**src/design/smartnic_pkg.sv**
```systemverilog
package smartnic_pkg;

    // ====================
    // Sizes
    // ====================
    localparam int DATA_WID      = 64;
    localparam int KEEP_WID      = DATA_WID / 8;
    localparam int FIFO_DEPTH    = 32;
    localparam int PTR_WID       = $clog2(FIFO_DEPTH);
    localparam int MAX_PKT_WORDS = FIFO_DEPTH / 2;

    // ====================
    // Codes
    // ====================
    typedef enum logic {
        PORT_CMAC = 1'b0,
        PORT_HOST = 1'b1
    } port_t;

    // Carried on the first word of each ingress packet
    typedef enum logic [1:0] {
        IGR_TO_WIRE = 2'h0,
        IGR_TO_HOST = 2'h1,
        IGR_BYPASS  = 2'h2,
        IGR_DROP    = 2'h3
    } igr_tdest_t;

    // ====================
    // Stream words
    // ====================
    typedef struct packed {
        logic [DATA_WID-1:0] tdata;
        logic [KEEP_WID-1:0] tkeep;
        logic                tlast;
        igr_tdest_t          tdest;
        logic                tuser_err;
    } igr_word_t;

    typedef struct packed {
        logic [DATA_WID-1:0] tdata;
        logic [KEEP_WID-1:0] tkeep;
        logic                tlast;
        port_t               tid;
        port_t               tdest;
        logic                discard;
    } buf_word_t;

    typedef struct packed {
        logic [DATA_WID-1:0] tdata;
        logic [KEEP_WID-1:0] tkeep;
        logic                tlast;
        port_t               tid;
    } egr_word_t;

endpackage : smartnic_pkg
```
**src/design/smartnic_lite.sv**
```systemverilog
`timescale 1ns/100ps

module smartnic_lite import smartnic_pkg::*; (
    input  logic      clk,
    input  logic      rst_n,

    input  logic      cmac_rx_tvalid,
    input  igr_word_t cmac_rx,
    output logic      cmac_rx_tready,

    input  logic      adpt_tx_tvalid,
    input  igr_word_t adpt_tx,
    output logic      adpt_tx_tready,

    output logic      cmac_tx_tvalid,
    output egr_word_t cmac_tx,
    input  logic      cmac_tx_tready,

    output logic      adpt_rx_tvalid,
    output egr_word_t adpt_rx,
    input  logic      adpt_rx_tready
);

    // Arbiter to buffer
    logic      buf_tvalid;
    buf_word_t buf_word;
    logic      buf_tready;

    // Buffer to demux
    logic      head_tvalid;
    buf_word_t head_word;
    logic      head_tready;

    // ====================
    // Datapath
    // ====================
    igr_arbiter u_igr_arbiter (
        .clk            (clk),
        .rst_n          (rst_n),
        .cmac_rx_tvalid (cmac_rx_tvalid),
        .cmac_rx        (cmac_rx),
        .cmac_rx_tready (cmac_rx_tready),
        .adpt_tx_tvalid (adpt_tx_tvalid),
        .adpt_tx        (adpt_tx),
        .adpt_tx_tready (adpt_tx_tready),
        .buf_tvalid     (buf_tvalid),
        .buf_word       (buf_word),
        .buf_tready     (buf_tready)
    );

    pkt_fifo u_pkt_fifo (
        .clk         (clk),
        .rst_n       (rst_n),
        .buf_tvalid  (buf_tvalid),
        .buf_word    (buf_word),
        .buf_tready  (buf_tready),
        .head_tvalid (head_tvalid),
        .head_word   (head_word),
        .head_tready (head_tready)
    );

    egr_demux u_egr_demux (
        .clk            (clk),
        .rst_n          (rst_n),
        .head_tvalid    (head_tvalid),
        .head_word      (head_word),
        .head_tready    (head_tready),
        .cmac_tx_tvalid (cmac_tx_tvalid),
        .cmac_tx        (cmac_tx),
        .cmac_tx_tready (cmac_tx_tready),
        .adpt_rx_tvalid (adpt_rx_tvalid),
        .adpt_rx        (adpt_rx),
        .adpt_rx_tready (adpt_rx_tready)
    );

endmodule : smartnic_lite

```
**src/design/egr_demux.sv**
```systemverilog
`timescale 1ns/100ps

module egr_demux import smartnic_pkg::*; (
    input  logic      clk,
    input  logic      rst_n,

    input  logic      head_tvalid,
    input  buf_word_t head_word,
    output logic      head_tready,

    output logic      cmac_tx_tvalid,
    output egr_word_t cmac_tx,
    input  logic      cmac_tx_tready,

    output logic      adpt_rx_tvalid,
    output egr_word_t adpt_rx,
    input  logic      adpt_rx_tready
);

    egr_word_t egr_word;
    logic      to_cmac;

    // ====================
    // Steering
    // ====================
    assign to_cmac = (head_word.tdest == PORT_CMAC);

    assign cmac_tx_tvalid = head_tvalid && to_cmac;
    assign adpt_rx_tvalid = head_tvalid && !to_cmac;

    // Selected output alone pulls from the buffer
    assign head_tready = to_cmac ? cmac_tx_tready : adpt_rx_tready;

    // Routing fields stop here, source id goes on
    always_comb begin
        egr_word.tdata = head_word.tdata;
        egr_word.tkeep = head_word.tkeep;
        egr_word.tlast = head_word.tlast;
        egr_word.tid   = head_word.tid;
    end

    assign cmac_tx = egr_word;
    assign adpt_rx = egr_word;

    // ====================
    // Checks
    // ====================
    property p_hold(logic vld, logic rdy, egr_word_t word);
        @(posedge clk) disable iff (!rst_n)
        vld && !rdy |=> vld && $stable(word);
    endproperty

    // A stalled word stays put until taken
    a_cmac_hold: assert property (p_hold(cmac_tx_tvalid, cmac_tx_tready, cmac_tx));
    a_adpt_hold: assert property (p_hold(adpt_rx_tvalid, adpt_rx_tready, adpt_rx));

endmodule : egr_demux

```
**src/design/pkt_fifo.sv**
```systemverilog
`timescale 1ns/100ps

module pkt_fifo import smartnic_pkg::*; (
    input  logic      clk,
    input  logic      rst_n,

    input  logic      buf_tvalid,
    input  buf_word_t buf_word,
    output logic      buf_tready,

    output logic      head_tvalid,
    output buf_word_t head_word,
    input  logic      head_tready
);

    // ====================
    // Storage
    // ====================
    buf_word_t mem [FIFO_DEPTH];

    // One extra pointer bit tells full from empty
    logic [PTR_WID:0] wr_ptr;
    logic [PTR_WID:0] cmt_ptr;
    logic [PTR_WID:0] rd_ptr;

    logic [PTR_WID:0] used;
    logic [PTR_WID:0] cmt_used;
    logic             full;
    logic             wr_en;
    logic             rd_en;
    logic             pkt_end;
    logic             pkt_drop;

    assign used     = wr_ptr - rd_ptr;
    assign cmt_used = cmt_ptr - rd_ptr;
    assign full     = (used == (PTR_WID+1)'(FIFO_DEPTH));

    assign buf_tready = !full;
    assign wr_en      = buf_tvalid && buf_tready;
    assign pkt_end    = buf_word.tlast;
    assign pkt_drop   = buf_word.tlast && buf_word.discard;

    // Last word of a dropped packet is not stored
    always_ff @(posedge clk) begin
        if (wr_en && !pkt_drop) begin
            mem[wr_ptr[PTR_WID-1:0]] <= buf_word;
        end
    end

    // ====================
    // Pointers
    // ====================
    always_ff @(posedge clk or negedge rst_n) begin
        if (!rst_n) begin
            wr_ptr <= '0;
        end else if (wr_en) begin
            if (pkt_drop) begin
                // Rewind over the partial packet
                wr_ptr <= cmt_ptr;
            end else begin
                wr_ptr <= wr_ptr + 1'b1;
            end
        end
    end

    always_ff @(posedge clk or negedge rst_n) begin
        if (!rst_n) begin
            cmt_ptr <= '0;
        end else if (wr_en && pkt_end && !pkt_drop) begin
            cmt_ptr <= wr_ptr + 1'b1;
        end
    end

    always_ff @(posedge clk or negedge rst_n) begin
        if (!rst_n) begin
            rd_ptr <= '0;
        end else if (rd_en) begin
            rd_ptr <= rd_ptr + 1'b1;
        end
    end

    // ====================
    // Read side
    // ====================
    // Only whole committed packets are visible
    assign head_tvalid = (rd_ptr != cmt_ptr);
    assign head_word   = mem[rd_ptr[PTR_WID-1:0]];
    assign rd_en       = head_tvalid && head_tready;

    // Fill stays within depth and the pointers stay in order
    a_ptr_order: assert property (@(posedge clk) disable iff (!rst_n)
        (used <= (PTR_WID+1)'(FIFO_DEPTH)) && (cmt_used <= used));

    // Rest of a committed packet is already stored
    a_pkt_gapless: assert property (@(posedge clk) disable iff (!rst_n)
        rd_en && !head_word.tlast |=> head_tvalid);

endmodule : pkt_fifo

```
**src/design/igr_arbiter.sv**
```systemverilog
`timescale 1ns/100ps

module igr_arbiter import smartnic_pkg::*; (
    input  logic      clk,
    input  logic      rst_n,

    input  logic      cmac_rx_tvalid,
    input  igr_word_t cmac_rx,
    output logic      cmac_rx_tready,

    input  logic      adpt_tx_tvalid,
    input  igr_word_t adpt_tx,
    output logic      adpt_tx_tready,

    output logic      buf_tvalid,
    output buf_word_t buf_word,
    input  logic      buf_tready
);

    // Packet ownership
    logic      busy;
    port_t     owner;
    port_t     last_src;
    port_t     sel;

    // Routing latched from the first word
    port_t     dest_q;
    logic      drop_q;
    logic      err_q;

    logic      in_valid;
    igr_word_t in_word;
    logic      out_ready;
    logic      in_xfer;
    port_t     first_dest;
    logic      first_drop;
    port_t     cur_dest;
    logic      cur_drop;
    logic      cur_err;

    // ====================
    // Grant
    // ====================
    always_comb begin
        if (busy) begin
            sel = owner;
        end else if (cmac_rx_tvalid && adpt_tx_tvalid) begin
            // Both waiting, so serve the one not served last
            sel = (last_src == PORT_CMAC) ? PORT_HOST : PORT_CMAC;
        end else if (adpt_tx_tvalid) begin
            sel = PORT_HOST;
        end else begin
            sel = PORT_CMAC;
        end
    end

    assign in_valid  = (sel == PORT_CMAC) ? cmac_rx_tvalid : adpt_tx_tvalid;
    assign in_word   = (sel == PORT_CMAC) ? cmac_rx : adpt_tx;
    assign out_ready = !buf_tvalid || buf_tready;
    assign in_xfer   = in_valid && out_ready;

    assign cmac_rx_tready = out_ready && (sel == PORT_CMAC) && (busy || cmac_rx_tvalid);
    assign adpt_tx_tready = out_ready && (sel == PORT_HOST) && (busy || adpt_tx_tvalid);

    // ====================
    // Destination
    // ====================
    always_comb begin
        first_drop = 1'b0;
        case (in_word.tdest)
            IGR_TO_WIRE: first_dest = PORT_CMAC;
            IGR_TO_HOST: first_dest = PORT_HOST;
            IGR_BYPASS:  first_dest = (sel == PORT_CMAC) ? PORT_HOST : PORT_CMAC;
            default: begin
                first_dest = sel;
                first_drop = 1'b1;
            end
        endcase
    end

    assign cur_dest = busy ? dest_q : first_dest;
    assign cur_drop = busy ? drop_q : first_drop;
    // Error on any word of the packet condemns the whole packet
    assign cur_err  = (busy && err_q) || in_word.tuser_err;

    always_ff @(posedge clk or negedge rst_n) begin
        if (!rst_n) begin
            busy     <= 1'b0;
            owner    <= PORT_CMAC;
            last_src <= PORT_HOST;
            dest_q   <= PORT_CMAC;
            drop_q   <= 1'b0;
            err_q    <= 1'b0;
        end else if (in_xfer) begin
            busy   <= !in_word.tlast;
            owner  <= sel;
            dest_q <= cur_dest;
            drop_q <= cur_drop;
            err_q  <= cur_err;
            if (!busy) begin
                last_src <= sel;
            end
        end
    end

    // Output register
    always_ff @(posedge clk or negedge rst_n) begin
        if (!rst_n) begin
            buf_tvalid <= 1'b0;
        end else if (in_xfer) begin
            buf_tvalid <= 1'b1;
        end else if (buf_tready) begin
            buf_tvalid <= 1'b0;
        end
    end

    always_ff @(posedge clk) begin
        if (in_xfer) begin
            buf_word.tdata   <= in_word.tdata;
            buf_word.tkeep   <= in_word.tkeep;
            buf_word.tlast   <= in_word.tlast;
            buf_word.tid     <= sel;
            buf_word.tdest   <= cur_dest;
            buf_word.discard <= in_word.tlast && (cur_err || cur_drop);
        end
    end

    // No switch of source in the middle of a packet
    a_owner_held: assert property (@(posedge clk) disable iff (!rst_n)
        busy && !(in_xfer && in_word.tlast) |=> busy && (owner == $past(owner)));

endmodule : igr_arbiter

```
**config.mk**
```make
export PLATFORM = sky130hd
export DESIGN_NAME = smartnic_lite
export DESIGN_NICKNAME = d
export VERILOG_FILES = /design/src/design/smartnic_pkg.sv /design/src/design/smartnic_lite.sv /design/src/design/egr_demux.sv /design/src/design/pkt_fifo.sv /design/src/design/igr_arbiter.sv
export SDC_FILE = /design/constraint.sdc
export NUM_CORES = 2
export LEC_CHECK = 0
export BUFFER_PORTS_ARGS = -buffer_cell sky130_fd_sc_hd__buf_2
export CAP_MARGIN = 20
export CORE_UTILIZATION = 64
export CTS_BUF_LIST = sky130_fd_sc_hd__clkbuf_8
export CTS_CLUSTER_SIZE = 20
export DETAILED_ROUTE_END_ITERATION = 7
export PLACE_DENSITY_LB_ADDON = 0.12
export RECOVER_POWER = 25
export SLEW_MARGIN = 0
export SYNTH_ARGS = -nofsm -noshare
export SYNTH_HDL_FRONTEND = slang
export SYNTH_HIERARCHICAL = 1
export SYNTH_SLANG_ARGS = --single-unit
```
**constraint.sdc**
```tcl
create_clock -name clk -period 11.5 [get_ports clk]
set_input_delay 2.3 -clock clk [delete_from_list [all_inputs] [get_ports clk]]
set_output_delay 2.3 -clock clk [all_outputs]
set_load 0.05 [all_outputs]
```
# Yosys cells after proc, flatten, opt, wreduce, memory -nomap -nowiden
# Memories as Yosys holds them, arrays and structs flattened.
# Cells that the tools add are included.
[word_totals]
reg_bits = 101
mem_bits_rw = 2432
input_bits = 158
word_cells = 73
memories = 1
[memory_table]
columns = ["memory", "words", "word_bits", "rd", "rd_clocked_by_memory_dff", "write_ports", "line_no", "source"]
rows = [
  ["u_pkt_fifo.mem", 32, 76, 1, 0, 1, "pkt_fifo.sv:19", "buf_word_t mem [FIFO_DEPTH];"],
]
[op_classes]
add_sub_neg = 3
eq_ne = 5
muxes = 17
n_bitwise = 3
reduce_logical = 28
[op_table]
columns = ["operator", "n"]
rows = [
  ["two-way mux 76 bit", 1],
  ["logical AND 1 bit", 16],
  ["two-way mux 1 bit", 14],
  ["adder 6 x 1 -> 6 bit, second input constant", 2],
  ["equality test 6 bit, second input constant", 1],
  ["two-way mux 6 bit", 1],
  ["inequality test 6 bit", 1],
  ["subtractor 6 bit", 1],
  ["logical OR 1 bit", 5],
  ["zero test 1 bit", 4],
  ["NOT 1 bit", 3],
  ["case mux 1 bit (3 select lines)", 1],
  ["OR reduction 3 bit", 1],
  ["equality test 2 x 1 -> 1 bit, second input constant", 1],
  ["equality test 2 bit, second input constant", 1],
  ["zero test 2 bit", 1],
  ["inequality test 2 bit, second input constant", 1],
  ["AND reduction 2 bit", 1],
]

# Depth between registers and ports, before layout
[depth]
ltp_word = 10
mapped_depth = 18

# By module
# The synthesis kept the hierarchy.
[by_module_without_submodules]
columns = ["module", "instances", "cells_each", "area_per_inst_um2"]
rows = [
  ["pkt_fifo", 1, 3858, 93437.1],
  ["igr_arbiter", 1, 205, 3611.0],
  ["egr_demux", 1, 151, 1142.3],
]

# Least setup slack after synthesis
# No wires, ideal clock.
[synth_timing]
kind = "register to register"
startpoint = "register u_pkt_fifo.rd_ptr[4]"
endpoint = "memory u_pkt_fifo/mem[30][0] (netlist bit) (enable)"
setup_ns = 0.604
t_arrival_ns = 7.547
slack_ns = 3.349
path_stages_with_launch = 11
synth_period_minus_slack_ns = 8.151
path_cell_list = "dfrtp_1 -> buf_2 -> buf_1 -> clkinv_1 -> ha_1 -> and2_1 -> o21ai_1 -> a221o_1 -> buf_2 -> o21ai_2 -> nor3_1"
[synth_via]
elab_chain_cells = 7
[synth_lines]
columns = ["item", "line_no", "source"]
rows = [
  ["start, declared", "pkt_fifo.sv:24", "logic [PTR_WID:0] rd_ptr;"],
  ["start signal, assigned", "pkt_fifo.sv:78", "rd_ptr <= rd_ptr + 1'b1;"],
  ["subtractor 6 bit", "pkt_fifo.sv:34", "assign used = wr_ptr - rd_ptr;"],
  ["equality test 6 bit", "pkt_fifo.sv:36", "assign full = (used == (PTR_WID+1)'(FIFO_DEPTH));"],
  ["zero test 1 bit", "pkt_fifo.sv:38", "assign buf_tready = !full;"],
  ["logical AND 1 bit", "pkt_fifo.sv:39", "assign wr_en = buf_tvalid && buf_tready;"],
  ["logical AND 1 bit", "pkt_fifo.sv:45", "if (wr_en && !pkt_drop) begin"],
  ["two-way mux 1 bit", "pkt_fifo.sv:45", ""],
  ["two-way mux 1 bit (implied by the code)", "pkt_fifo.sv:46", "mem[wr_ptr[PTR_WID-1:0]] <= buf_word;"],
  ["end, declared", "pkt_fifo.sv:19", ""],
]
# No other way between the ends.

==> flow_summary.toml <==
[route]
via_per_inst = 6.63
drc = 0
vias = 45900
drtIter0Drc = 5109
routedWlPerCell_um = 32.6
firstDrtPassIters = 5
wl_mm = 225
ant_nets = 0

[clocking]
cts.sinks = 2501
cts_tree = "yes"
clockBufferDepth = 4
clk_latency_ps = 1030
post_cts_resized = 0
root_buffer = "clkbuf_8"
cts_hold_buf = 0
cts_buffers = 397
cts.clk_slew.worst_paths_ps = 60
cts_setup_buffers = 0
htree_levels = 5

[floorplanning]
dieWidth_um = 391
row_count = 142
start_util_pct = 64.6
die_h_um = 391
die_area_sq_um = 153000
ios = 310
core_sq_um = 150000

[sta]
relSlewSlack_pct = 13.7
skew_ps = 70.2
finalSetupTns_ps = 0
report.final.slew_viol_count = 0
worst-slew-pin-transition_ps = 1300
hold_violations = 0
fmax_ghz = 0.130
period_share_pct = 67.1
setup_violations = 0
rsz0062_at_grt = "false"
post-route-min-period_ps = 7720

[setup_path]
startpoint = "u_pkt_fifo/rd_ptr[2]"
reg2reg_to = "u_pkt_fifo/mem[11][40]"
reg2reg_depth = 9
endpoint = "cmac_tx[45]"
worstSetupPathType = "register to primary output"
path_max_fanout = 138
timing.rr.start = "u_pkt_fifo/rd_ptr[4]"
worstPathArrival_ps = 5420
worstSetupEndpointType = "primary output"
r2r_setup_slack_ps = 5130
crit_required_ps = 9200
start_kind = "register"

[placement]
dpl.hpwl_mm = 113
globalplace.congestion = 0.767
dp_cells = 6239
io_buffers = 309
dpl_cell_area_sq_um = 100000

[synth]
syn_area_per_cell_sq_um = 23.3
syn-cell-area_sq_um = 97000
yosysWarnings = 6
syn-num-nets = 4337
postSynthCellCount = 4169

[power]
leakagePower_nw = 34.8
power_density_nw_per_um2 = 279
ir_worst_vdd_mv = 0.449
total_power_w = 0.0298

[finish]
final_util_pct = 71.3
fillers = 8661
syn2layout_area_growth_pct = 10.3
final_area_sq_um = 107000
multiInputGateArea_sq_um = 20100
final_cells = 6922
fin_nets = 4792
regArea_sq_um = 75000
drive_gt1_share_pct = 35.4

[global_route]
grt_use_total_pct = 30.3
grt_pass1_vias = 46900
grt_max_degree = 139
overflow = 0
antenna_found_initial = 5
grt_pass1_wl_mm = 324

[min_path]
hp-start = "u_igr_arbiter/dest_q"
min_path_type = "register to register"

[outcome]
outcome = "finished, final reports clean"

[run]
drv_cap = 0
## registers in the layout (all words and copies together), names as in the netlist
name	count
u_igr_arbiter/buf_tvalid	1
u_igr_arbiter/buf_word	76
u_igr_arbiter/busy	1
u_igr_arbiter/dest_q	1
u_igr_arbiter/drop_q	1
u_igr_arbiter/err_q	1
u_igr_arbiter/last_src	1
u_igr_arbiter/owner	1
u_pkt_fifo/cmt_ptr	6
u_pkt_fifo/mem	2400
u_pkt_fifo/rd_ptr	6
u_pkt_fifo/wr_ptr	6
## per-layer routing
layer / up-vias / wire [um] / global-route usage [%]
li1: 18300 / - / -
met1: 24500 / 85500 / 43.5
met2: 2641 / 112000 / 48.6
met3: 428 / 21400 / 4.96
met4: 2 / 6620 / 9.87
met5: - / 13 / 0
## layout make-up
| type | instances | share of cell area [%] |
|---|---|---|
| Antenna cell | 4 | 0.00935 |
| Sequential cell | 2501 | 70.1 |
| Multi-Input combinational cell | 1295 | 18.7 |
| Clock buffer | 405 | 5.21 |
| Tap cell | 2016 | 2.36 |
| Timing Repair Buffer | 410 | 2.24 |
| Clock inverter | 272 | 1.29 |
| Inverter | 19 | 0.0783 |
## through the flow
stage	hold WS [ps]	setup WS, ps
4_1_cts	526	3810
3_5_place_dp	501	4950
2_1_floorplan	474	3420
5_1_grt	542	3680
3_3_place_gp	501	4930
6_report	526	3780
## worst min-delay path by stage
stage	endpoint	slack, ps	cells past startpoint
finish	u_igr_arbiter/dest_q	530	2
global route	u_igr_arbiter/dest_q	540	2
CTS	u_igr_arbiter/drop_q	530	1
detailed placement	u_igr_arbiter/drop_q	500	1
global placement	u_igr_arbiter/drop_q	500	1
floorplan	u_igr_arbiter/err_q	470	2
## critical path: stages, from the launching register on
cell,delay (ps)
dfrtp_4,1000
buf_12,730
buf_4,900
mux4_2,440
mux4_2,470
nand2_1,100
nand2_1,170
buf_2,270
## where the power goes
group	switching [W]	leakage, nW	internal (W)	total [W]
Clock	0.00331	3.96	0.00349	0.00680
Sequential	0.00117	22.7	0.0119	0.0131
Combinational	0.00624	8.16	0.00368	0.00993
## cell usage in the layout, fill, tap and decap left out, types with 3 or more instances in the layout
cell,count
edfxtp_1,2476
mux4_2,732
clkbuf_8,405
buf_2,309
nand2_1,283
inv_1,115
clkinv_1,113
buf_4,93
mux2_2,77
clkinv_2,42
nor2_4,31
a21oi_1,23
dfrtp_1,20
nor2_1,19
mux2i_1,12
bufinv_16,11
o21ai_1,11
nand3_1,11
xor2_1,10
ha_1,10
o21ai_0,9
and3_1,8
xnor2_1,7
a311o_1,6
buf_12,6
diode_2,4
mux2_1,4
dfrtp_4,4
clkinvlp_4,3
o2bb2ai_1,3
o2111ai_2,3
nand4_1,3
Note: power is estimated with default switching activity, not from simulation.
